[src/logic/ddr_persona_pkg.sv]
// DDR persona shared definitions
package ddr_persona_pkg;

   ////////////////////////////////////////////////////////////
   // Geometry
   ////////////////////////////////////////////////////////////

   // On-chip stand-in for DDR has 64 words, addresses wrap modulo 64
   localparam int mem_addr_width = 6;
   localparam int mem_depth      = 1 << mem_addr_width;
   localparam int data_width     = 32;
   // Count register holds 0 to 64 words
   localparam int count_width    = 7;
   localparam int reg_addr_width = 3;

   // Bit positions inside the control register
   localparam int ctrl_start_bit  = 0;
   localparam int ctrl_clr_bit    = 1;
   localparam int ctrl_inject_bit = 2;

   // Bit positions inside the status register
   localparam int stat_busy_bit = 0;
   localparam int stat_done_bit = 1;
   localparam int stat_pass_bit = 2;

   ////////////////////////////////////////////////////////////
   // Register map and state encodings
   ////////////////////////////////////////////////////////////

   typedef enum logic [reg_addr_width-1:0] {
      reg_control       = 3'd0,
      reg_status        = 3'd1,
      reg_base          = 3'd2,
      reg_count         = 3'd3,
      reg_seed          = 3'd4,
      reg_error_count   = 3'd5,
      reg_words_checked = 3'd6
   } reg_addr_t;

   // Controller states follow the original persona controller
   typedef enum logic [1:0] {
      idle,
      ddr_access,
      undef
   } access_state_t;

   typedef enum logic [1:0] {
      gen_idle,
      gen_write,
      gen_read,
      gen_done
   } gen_state_t;

   // Word i of a run holds seed plus i, wrapping at 32 bits
   function automatic logic [data_width-1:0] pattern_word(
      input logic [data_width-1:0]  seed,
      input logic [count_width-1:0] index
   );
      return seed + data_width'(index);
   endfunction

endpackage
[src/logic/persona_ifs.sv]
// Persona internal interfaces
`timescale 1ns/1ps

// Control path from the register decoder to execute and result blocks
interface persona_ctrl_if;
   import ddr_persona_pkg::*;

   logic                      start_operation;
   logic                      clr_io_reg;
   logic                      inject_error;
   logic [mem_addr_width-1:0] base;
   logic [count_width-1:0]    count;
   logic [data_width-1:0]     seed;
   logic                      clear_start_operation;
   logic                      busy;

   modport decode (
      output start_operation, clr_io_reg, inject_error, base, count, seed,
      input  clear_start_operation, busy
   );
   modport execute (
      input  start_operation, clr_io_reg,
      output clear_start_operation, busy
   );
   modport generator (input clr_io_reg, inject_error, base, count, seed);
   modport result (input clr_io_reg);
endinterface

// Traffic generator handshake and per-word compare strobes
interface access_result_if;
   logic start_traffic_generator;
   logic check_valid;
   logic mismatch;
   logic ddr_access_completed;

   modport control (output start_traffic_generator, input ddr_access_completed);
   modport generator (
      input  start_traffic_generator,
      output check_valid, mismatch, ddr_access_completed
   );
   modport monitor (
      input start_traffic_generator, check_valid, mismatch, ddr_access_completed
   );
endinterface

[src/logic/ddr_persona_top.sv]
// DDR access persona top level
`timescale 1ns/1ps

module ddr_persona_top (
   input  logic                                       pr_region_clk,
   input  logic                                       rst_n,
   input  logic [ddr_persona_pkg::reg_addr_width-1:0] reg_address,
   input  logic                                       reg_write,
   input  logic                                       reg_read,
   input  logic [ddr_persona_pkg::data_width-1:0]     reg_writedata,
   output logic [ddr_persona_pkg::data_width-1:0]     reg_readdata
);
   import ddr_persona_pkg::*;

   logic [count_width-1:0] error_count;
   logic [count_width-1:0] words_checked;
   logic                   done;
   logic                   pass;

   persona_ctrl_if  ctrl_if ();
   access_result_if acc_if ();

   ////////////////////////////////////////////////////////////
   // Decode, execute and result stages
   ////////////////////////////////////////////////////////////

   persona_reg_decode i_reg_decode (
      .pr_region_clk (pr_region_clk),
      .rst_n         (rst_n),
      .reg_address   (reg_address),
      .reg_write     (reg_write),
      .reg_read      (reg_read),
      .reg_writedata (reg_writedata),
      .reg_readdata  (reg_readdata),
      .ctrl          (ctrl_if),
      .error_count   (error_count),
      .words_checked (words_checked),
      .done          (done),
      .pass          (pass)
   );

   mem_access i_mem_access (
      .pr_region_clk (pr_region_clk),
      .rst_n         (rst_n),
      .ctrl          (ctrl_if),
      .acc           (acc_if)
   );

   traffic_generator i_traffic_gen (
      .pr_region_clk (pr_region_clk),
      .rst_n         (rst_n),
      .ctrl          (ctrl_if),
      .acc           (acc_if)
   );

   access_result i_access_result (
      .pr_region_clk (pr_region_clk),
      .rst_n         (rst_n),
      .ctrl          (ctrl_if),
      .acc           (acc_if),
      .error_count   (error_count),
      .words_checked (words_checked),
      .done          (done),
      .pass          (pass)
   );

endmodule

[src/logic/access_result.sv]
// Access result accumulator
`timescale 1ns/1ps

module access_result (
   input  logic                                    pr_region_clk,
   input  logic                                    rst_n,
   persona_ctrl_if.result                          ctrl,
   access_result_if.monitor                        acc,
   output logic [ddr_persona_pkg::count_width-1:0] error_count,
   output logic [ddr_persona_pkg::count_width-1:0] words_checked,
   output logic                                    done,
   output logic                                    pass
);
   import ddr_persona_pkg::*;

   logic start_q;
   logic run_start;

   // A new run is seen on the rising edge of the generator start level
   assign run_start = acc.start_traffic_generator && !start_q;

   always_ff @(posedge pr_region_clk or negedge rst_n) begin
      if (!rst_n) begin
         start_q       <= 1'b0;
         error_count   <= '0;
         words_checked <= '0;
         done          <= 1'b0;
         pass          <= 1'b0;
      end else begin
         start_q <= acc.start_traffic_generator;
         if (ctrl.clr_io_reg || run_start) begin
            error_count   <= '0;
            words_checked <= '0;
            done          <= 1'b0;
            pass          <= 1'b0;
         end else begin
            if (acc.check_valid) begin
               words_checked <= words_checked + 1'b1;
               if (acc.mismatch) begin
                  error_count <= error_count + 1'b1;
               end
            end
            // Completion trails the last compare, so the count is final here
            if (acc.ddr_access_completed) begin
               done <= 1'b1;
               pass <= (error_count == '0);
            end
         end
      end
   end

endmodule

[src/logic/traffic_generator.sv]
// Pattern traffic generator
`timescale 1ns/1ps

module traffic_generator (
   input logic                pr_region_clk,
   input logic                rst_n,
   persona_ctrl_if.generator  ctrl,
   access_result_if.generator acc
);
   import ddr_persona_pkg::*;

   gen_state_t                state;
   logic [mem_addr_width-1:0] base_q;
   logic [count_width-1:0]    count_q;
   logic [data_width-1:0]     seed_q;
   logic                      inject_q;
   logic [count_width-1:0]    index;
   logic [data_width-1:0]     mem [mem_depth];
   logic [mem_addr_width-1:0] mem_addr;
   logic [data_width-1:0]     expected;
   logic [data_width-1:0]     write_data;
   logic [data_width-1:0]     rd_data;
   logic [data_width-1:0]     exp_q;
   logic                      mem_we;
   logic                      mem_re;
   logic                      rd_valid;
   logic                      completed;

   // Address arithmetic is 6 bits wide, so runs wrap past word 63
   assign mem_addr = base_q + index[mem_addr_width-1:0];
   assign expected = pattern_word(seed_q, index);
   // Error injection flips bit 0 of the first word only
   assign write_data = (inject_q && (index == '0)) ? (expected ^ data_width'(1)) : expected;
   assign mem_we   = (state == gen_write);
   assign mem_re   = (state == gen_read) && (index != count_q);

   ////////////////////////////////////////////////////////////
   // Stand-in memory and run parameters
   ////////////////////////////////////////////////////////////

   // Read data and its expected value are captured together
   always_ff @(posedge pr_region_clk) begin
      if (mem_we) begin
         mem[mem_addr] <= write_data;
      end
      if (mem_re) begin
         rd_data <= mem[mem_addr];
         exp_q   <= expected;
      end
   end

   // Host writes during a run are ignored until the next start
   always_ff @(posedge pr_region_clk) begin
      if ((state == gen_idle) && acc.start_traffic_generator) begin
         base_q   <= ctrl.base;
         count_q  <= ctrl.count;
         seed_q   <= ctrl.seed;
         inject_q <= ctrl.inject_error;
      end
   end

   ////////////////////////////////////////////////////////////
   // Sequencer
   ////////////////////////////////////////////////////////////

   always_ff @(posedge pr_region_clk or negedge rst_n) begin
      if (!rst_n) begin
         state     <= gen_idle;
         index     <= '0;
         rd_valid  <= 1'b0;
         completed <= 1'b0;
      end else if (ctrl.clr_io_reg) begin
         state     <= gen_idle;
         index     <= '0;
         rd_valid  <= 1'b0;
         completed <= 1'b0;
      end else begin
         rd_valid  <= mem_re;
         completed <= 1'b0;
         unique case (state)
            gen_idle: begin
               index <= '0;
               if (acc.start_traffic_generator) begin
                  // An empty run finishes straight away
                  if (ctrl.count == '0) begin
                     completed <= 1'b1;
                     state     <= gen_done;
                  end else begin
                     state <= gen_write;
                  end
               end
            end
            gen_write: begin
               if (index == count_q - 1'b1) begin
                  index <= '0;
                  state <= gen_read;
               end else begin
                  index <= index + 1'b1;
               end
            end
            gen_read: begin
               // Last compare lands while reads stop, completion follows it
               if (mem_re) begin
                  index <= index + 1'b1;
               end else begin
                  completed <= 1'b1;
                  state     <= gen_done;
               end
            end
            gen_done: begin
               if (!acc.start_traffic_generator) begin
                  state <= gen_idle;
               end
            end
         endcase
      end
   end

   assign acc.check_valid          = rd_valid;
   assign acc.mismatch             = rd_valid && (rd_data != exp_q);
   assign acc.ddr_access_completed = completed;

endmodule

[src/logic/mem_access.sv]
// Memory access controller
`timescale 1ns/1ps

module mem_access (
   input logic              pr_region_clk,
   input logic              rst_n,
   persona_ctrl_if.execute  ctrl,
   access_result_if.control acc
);
   import ddr_persona_pkg::*;

   access_state_t curr_state;
   access_state_t next_state;
   logic          busy;
   logic          start_traffic_generator;
   logic          clear_start_operation;

   ////////////////////////////////////////////////////////////
   // State register
   ////////////////////////////////////////////////////////////

   // The clear pulse from the host aborts a run and parks the FSM
   always_ff @(posedge pr_region_clk or negedge rst_n) begin
      if (!rst_n) begin
         curr_state <= idle;
      end else if (ctrl.clr_io_reg) begin
         curr_state <= idle;
      end else begin
         curr_state <= next_state;
      end
   end

   // Unreachable encodings fall into undef so they stand out in waves
   always_comb begin
      next_state = undef;
      unique case (curr_state)
         idle: begin
            // Hold off while the start bit is still being cleared, or the
            // run would start again from the stale level
            if (ctrl.start_operation && !acc.ddr_access_completed &&
                !clear_start_operation) begin
               next_state = ddr_access;
            end else begin
               next_state = idle;
            end
         end
         ddr_access: begin
            if (acc.ddr_access_completed) begin
               next_state = idle;
            end else begin
               next_state = ddr_access;
            end
         end
         default: next_state = undef;
      endcase
   end

   ////////////////////////////////////////////////////////////
   // Registered outputs, decoded from next_state
   ////////////////////////////////////////////////////////////

   always_ff @(posedge pr_region_clk or negedge rst_n) begin
      if (!rst_n) begin
         busy                    <= 1'b0;
         start_traffic_generator <= 1'b0;
         clear_start_operation   <= 1'b0;
      end else if (ctrl.clr_io_reg) begin
         busy                    <= 1'b0;
         start_traffic_generator <= 1'b0;
         clear_start_operation   <= 1'b0;
      end else begin
         busy                    <= 1'b0;
         start_traffic_generator <= 1'b0;
         clear_start_operation   <= 1'b0;
         unique case (next_state)
            // Ask the decoder to drop start only on the way out of a run
            idle: clear_start_operation <= (curr_state == ddr_access);
            ddr_access: begin
               busy                    <= 1'b1;
               start_traffic_generator <= 1'b1;
            end
            default: ;
         endcase
      end
   end

   assign ctrl.busy                  = busy;
   assign ctrl.clear_start_operation = clear_start_operation;
   assign acc.start_traffic_generator = start_traffic_generator;

endmodule

[src/logic/persona_reg_decode.sv]
// Persona register decoder
`timescale 1ns/1ps

module persona_reg_decode (
   input  logic                                       pr_region_clk,
   input  logic                                       rst_n,
   input  logic [ddr_persona_pkg::reg_addr_width-1:0] reg_address,
   input  logic                                       reg_write,
   input  logic                                       reg_read,
   input  logic [ddr_persona_pkg::data_width-1:0]     reg_writedata,
   output logic [ddr_persona_pkg::data_width-1:0]     reg_readdata,
   persona_ctrl_if.decode                             ctrl,
   input  logic [ddr_persona_pkg::count_width-1:0]    error_count,
   input  logic [ddr_persona_pkg::count_width-1:0]    words_checked,
   input  logic                                       done,
   input  logic                                       pass
);
   import ddr_persona_pkg::*;

   reg_addr_t              addr;
   logic                   write_control;
   logic                   start_bit;
   logic                   inject_bit;
   logic                   clr_pulse;
   logic [data_width-1:0]  base_reg;
   logic [data_width-1:0]  seed_reg;
   logic [count_width-1:0] count_reg;
   logic [data_width-1:0]  control_word;
   logic [data_width-1:0]  status_word;

   assign addr          = reg_addr_t'(reg_address);
   assign write_control = reg_write && (addr == reg_control);

   ////////////////////////////////////////////////////////////
   // Writable registers
   ////////////////////////////////////////////////////////////

   always_ff @(posedge pr_region_clk or negedge rst_n) begin
      if (!rst_n) begin
         start_bit  <= 1'b0;
         inject_bit <= 1'b0;
         clr_pulse  <= 1'b0;
         base_reg   <= '0;
         seed_reg   <= '0;
         count_reg  <= '0;
      end else begin
         // The clear bit is never stored, it only fires for one cycle
         clr_pulse <= write_control && reg_writedata[ctrl_clr_bit];
         // A host write beats the controller's request to drop start
         if (write_control) begin
            start_bit  <= reg_writedata[ctrl_start_bit];
            inject_bit <= reg_writedata[ctrl_inject_bit];
         end else if (ctrl.clear_start_operation) begin
            start_bit <= 1'b0;
         end
         if (reg_write) begin
            case (addr)
               reg_base: base_reg <= reg_writedata;
               reg_seed: seed_reg <= reg_writedata;
               // Counts past the memory depth are clamped to a full sweep
               reg_count: begin
                  if (reg_writedata > data_width'(mem_depth)) begin
                     count_reg <= count_width'(mem_depth);
                  end else begin
                     count_reg <= reg_writedata[count_width-1:0];
                  end
               end
               default: ;
            endcase
         end
      end
   end

   ////////////////////////////////////////////////////////////
   // Readback
   ////////////////////////////////////////////////////////////

   always_comb begin
      control_word                  = '0;
      control_word[ctrl_start_bit]  = start_bit;
      control_word[ctrl_inject_bit] = inject_bit;
      status_word                   = '0;
      status_word[stat_busy_bit]    = ctrl.busy;
      status_word[stat_done_bit]    = done;
      status_word[stat_pass_bit]    = pass;
   end

   // Read data shows up one cycle after the read strobe
   always_ff @(posedge pr_region_clk or negedge rst_n) begin
      if (!rst_n) begin
         reg_readdata <= '0;
      end else if (reg_read) begin
         case (addr)
            reg_control:       reg_readdata <= control_word;
            reg_status:        reg_readdata <= status_word;
            reg_base:          reg_readdata <= base_reg;
            reg_count:         reg_readdata <= data_width'(count_reg);
            reg_seed:          reg_readdata <= seed_reg;
            reg_error_count:   reg_readdata <= data_width'(error_count);
            reg_words_checked: reg_readdata <= data_width'(words_checked);
            default:           reg_readdata <= '0;
         endcase
      end
   end

   // Only the low address bits reach the generator, so the base wraps
   assign ctrl.start_operation = start_bit;
   assign ctrl.clr_io_reg      = clr_pulse;
   assign ctrl.inject_error    = inject_bit;
   assign ctrl.base            = base_reg[mem_addr_width-1:0];
   assign ctrl.count           = count_reg;
   assign ctrl.seed            = seed_reg;

endmodule

[config.mk]
export PLATFORM = sky130hd
export DESIGN_NAME = ddr_persona_top
export DESIGN_NICKNAME = d
export VERILOG_FILES = /design/src/logic/ddr_persona_pkg.sv /design/src/logic/persona_ifs.sv /design/src/logic/ddr_persona_top.sv /design/src/logic/access_result.sv /design/src/logic/traffic_generator.sv /design/src/logic/mem_access.sv /design/src/logic/persona_reg_decode.sv
export SDC_FILE = /design/constraint.sdc
export NUM_CORES = 2
export LEC_CHECK = 0
export ABC_AREA = 1
export BUFFER_PORTS_ARGS = -buffer_cell sky130_fd_sc_hd__buf_2
export CAP_MARGIN = 20
export CORE_MARGIN = 3
export CORE_UTILIZATION = 37
export DETAILED_ROUTE_END_ITERATION = 8
export SLEW_MARGIN = 25
export SYNTH_ARGS = -nofsm -noshare
export SYNTH_HDL_FRONTEND = slang
export SYNTH_SLANG_ARGS = --single-unit
[constraint.sdc]
create_clock -name pr_region_clk -period 4.8 [get_ports pr_region_clk]
set_input_delay 0.48 -clock pr_region_clk [delete_from_list [all_inputs] [get_ports pr_region_clk]]
set_output_delay 0.48 -clock pr_region_clk [all_outputs]
set_load 0.01 [all_outputs]
==> impl_metrics.py <==
metrics = {
    "cts": {
        "cts_resized": 0,
        "cts_buffers": 225,
        "cts_sinks": 2295,
        "clk_pin_slew_worst_paths_ns": 0.06,
        "clk_latency_ns": 0.89,
        "cts_tree": "done",
        "cts_root_buffer": "clkbuf_16",
        "clockBufferDepth": 3,
        "htreeDepth": 4,
    },
    "global_routing": {
        "grt_first_pass_wirelength_mm": 407,
        "grt-ovfl-total": 0,
        "grt_pass1_vias": 64243,
        "grt_max_degree": 158,
        "antenna_found_initial": 15,
        "gr-usage-all-layers_pct": 19.6,
    },
    "timing": {
        "finClkSkew_ns": 0.0494,
        "hold_viol_final": 0,
        "min_period_over_period_pct": 85.8,
        "tightestPinTransition_ns": 1.03,
        "fin_setup_tns_ns": 0,
        "min_period_ns": 4.12,
        "drv_slew": 0,
        "rsz0062_at_grt": "false",
        "setup_ws_ns": 0.683,
        "timing.fmax_mhz": 243,
        "setup_viol": 0,
        "maxSlewHeadroom_pct": 31.6,
    },
    "logic_synthesis": {
        "ys_warn_count": 0,
        "synth_edf_count": 2158,
        "synth_ff_type": "edfxtp_1",
        "syn_area_per_cell_um2": 10.1,
        "synthesis.nets": 9727,
        "syn_inst": 9664,
        "ys_types": 38,
        "synth_top_area_share_pct": 66.2,
        "synth_area_um2": 97800,
        "yosys.area.top_type": "edfxtp_1",
        "seq_area_frac_synth_pct": 69.8,
        "synth_seq_cells": 2295,
        "synth.area.top_cells": "edfxtp_1, nand2_1, dfrtp_1",
        "async_reset_ff_share_pct": 5.97,
    },
    "floorplanning": {
        "die_w_um": 520,
        "initial_core_util_pct": 37.2,
        "core_area_um2": 263000,
        "io_pins": 71,
        "rows": 188,
        "die_area_um2": 271000,
        "die_h_um": 520,
    },
    "route": {
        "firstDrtPassIters": 6,
        "route.detailed.drc": 0,
        "wire_per_inst_um": 20.1,
        "vias": 66598,
        "drt-total-wl_mm": 270,
        "drtIter0Drc": 7067,
        "vias_per_cell": 4.95,
        "ant_nets": 0,
    },
    "place": {
        "dp_slack_ns": 0.714,
        "hpwl_mm": 145,
        "portBuffers": 70,
        "place.gp.congestion": 0.847,
    },
    "worst_setup_path": {
        "cp.buffers_inverters": 4,
        "critPathLaunchType": "register",
        "end_kind": "register",
        "critPathMaxStageDelay_ns": 0.78,
        "rr_worst_depth": 16,
        "path_depth": 16,
        "critPathSlowestCell": "buf_4",
        "worst-path-max-fanout": 80,
        "arrival_ns": 4.87,
        "crit_chain": "ha_4 > inv_8 > buf_12 > buf_4 > nand2_1 > nand2_1 > nand2_1 > nand2_1 > nand2_1 > nand2_1 > nand2_1 > nand2_1 > nand2_1 > nand2_1 > inv_1 > nand2_1",
        "criticalPathCategory": "register to register",
        "crit_required_ns": 5.55,
        "crit_top_cell": "nand2_1",
        "cpLargestDelayFamily": "buffers and inverters",
    },
    "finish": {
        "syn2layout_area_growth_pct": 13.4,
        "finalNetCount": 9797,
        "most-common-layout-cells": "nand2_1, edfxtp_1, clkbuf_16",
        "drive_gt1_share_pct": 7.35,
        "final_common_cell": "nand2_1",
        "largest_reg_flops": 2048,
        "fill_cells": 24671,
        "largest-register": "i_traffic_gen.mem",
    },
    "run_status": {
        "status": "completed",
    },
    "flow_run": {
        "cap_violations": 0,
    },
    "worst_hold_path": {
        "holdCritPathClass": "primary input to register",
        "hold-path-cell-count": 4,
    },
    "pwr": {
        "powerDensity_nw_per_um2": 732,
        "max-vdd-ir-drop_mv": 0.636,
        "p_leak_nw": 46.1,
    },
}
timing repair:
action	in CTS	in global routing
hold buffers	34	0
endpoints found under the hold margin	166	0
setup buffers	0	0
worst paths after layout:
kind	end	from	slack [ns]
min in group asynchronous	i_reg_decode.reg_readdata[2]$_DFFE_PN0P_	rst_n	0.28
worst min register to register	i_access_result.words_checked[5]$_DFFE_PN0P_	i_access_result.words_checked[5]$_DFFE_PN0P_	0.45
worst min-delay path	i_reg_decode.ctrl.clr_io_reg$_DFF_PN0_	reg_address[1]	0.11
worst max register to register	i_traffic_gen.rd_data[8]$_DFFE_PP_	i_traffic_gen.index[0]$_DFFE_PN0P_	0.68
worst max-delay path	i_traffic_gen.rd_data[8]$_DFFE_PP_	i_traffic_gen.index[0]$_DFFE_PN0P_	0.68
max in group asynchronous	i_reg_decode.ctrl.seed[21]$_DFFE_PN0P_	rst_n	3.38
synth_stat cells, drive strengths merged (3+ instances only):
cell and instances:
a21boi 3, a21oi 81, a22o 25, buf 373, clkbuf 94, dfrtp 137, edfxtp 2158, ha 22
inv 195, mux2 26, nand2 6066, nand3 57, nand3b 4, nand4 35, nor2 141, nor3 10
nor4 7, o21ai 140, o22ai 3, xnor2 49, xor2 26
layer usage:
layer  part of all wire [%]  vias to the layer above  wire length [um]  global-route usage [%]
li1                       -                    31455                 -                       -
met2                     46                     2578            123000                    31.1
met1                     43                    32140            117000                    27.5
met5                 0.0044                        -                12                       0
met4                    3.6                        2              9730                    7.23
met3                    7.6                      423             20500                    2.73
where the power goes:
part	internal (mW)	switching, mW
sequential	26.0	0.650
clock	9.78	7.61
combinational	9.02	28.2
total	44.8	36.5
cells by family after synthesis:
group	share of synthesized area (%)
AOI/OAI and AO/OA	1.44
adders and majority gates	0.322
and+or+nand+nor	24.5
buffers and inverters	3.01
DFF	69.8
muxes	0.299
xor gates and xnor gates	0.679
per-stage QoR:
step / total power, mW / area [um2] / util [%] / instances / hold slack (ns)
3_3_place_gp: 63.7 / 103000 / 39.3 / 12987 / 0.441
4_1_cts: 81.3 / 111000 / 42.2 / 13435 / 0.0329
2_1_floorplan: 50.1 / 97800 / - / 9664 / 0.184
5_1_grt: 86.3 / 111000 / 42.2 / 13437 / 0.145
3_5_place_dp: 63.9 / 103000 / 39.3 / 12987 / 0.445
6_report: 81.3 / 111000 / 42.2 / 13442 / 0.115
final cells by class:
cell class,count,area (um2),share of cell area (%)
Inverter,197,764,0.689
Tap cell,3515,4400,3.96
Clock buffer,274,5960,5.37
Antenna cell,6,15.0,0.0135
Multi-Input combinational cell,6705,27600,24.9
Clock inverter,140,1290,1.17
Timing Repair Buffer,310,2730,2.46
Sequential cell,2295,68200,61.5
worst min-delay path: stages:
cell,delay (ns)
buf_2,0.12
nor2_1,0.08
nand3_1,0.17
nor2_1,0.07
Note: power is estimated with default switching activity, not from simulation.
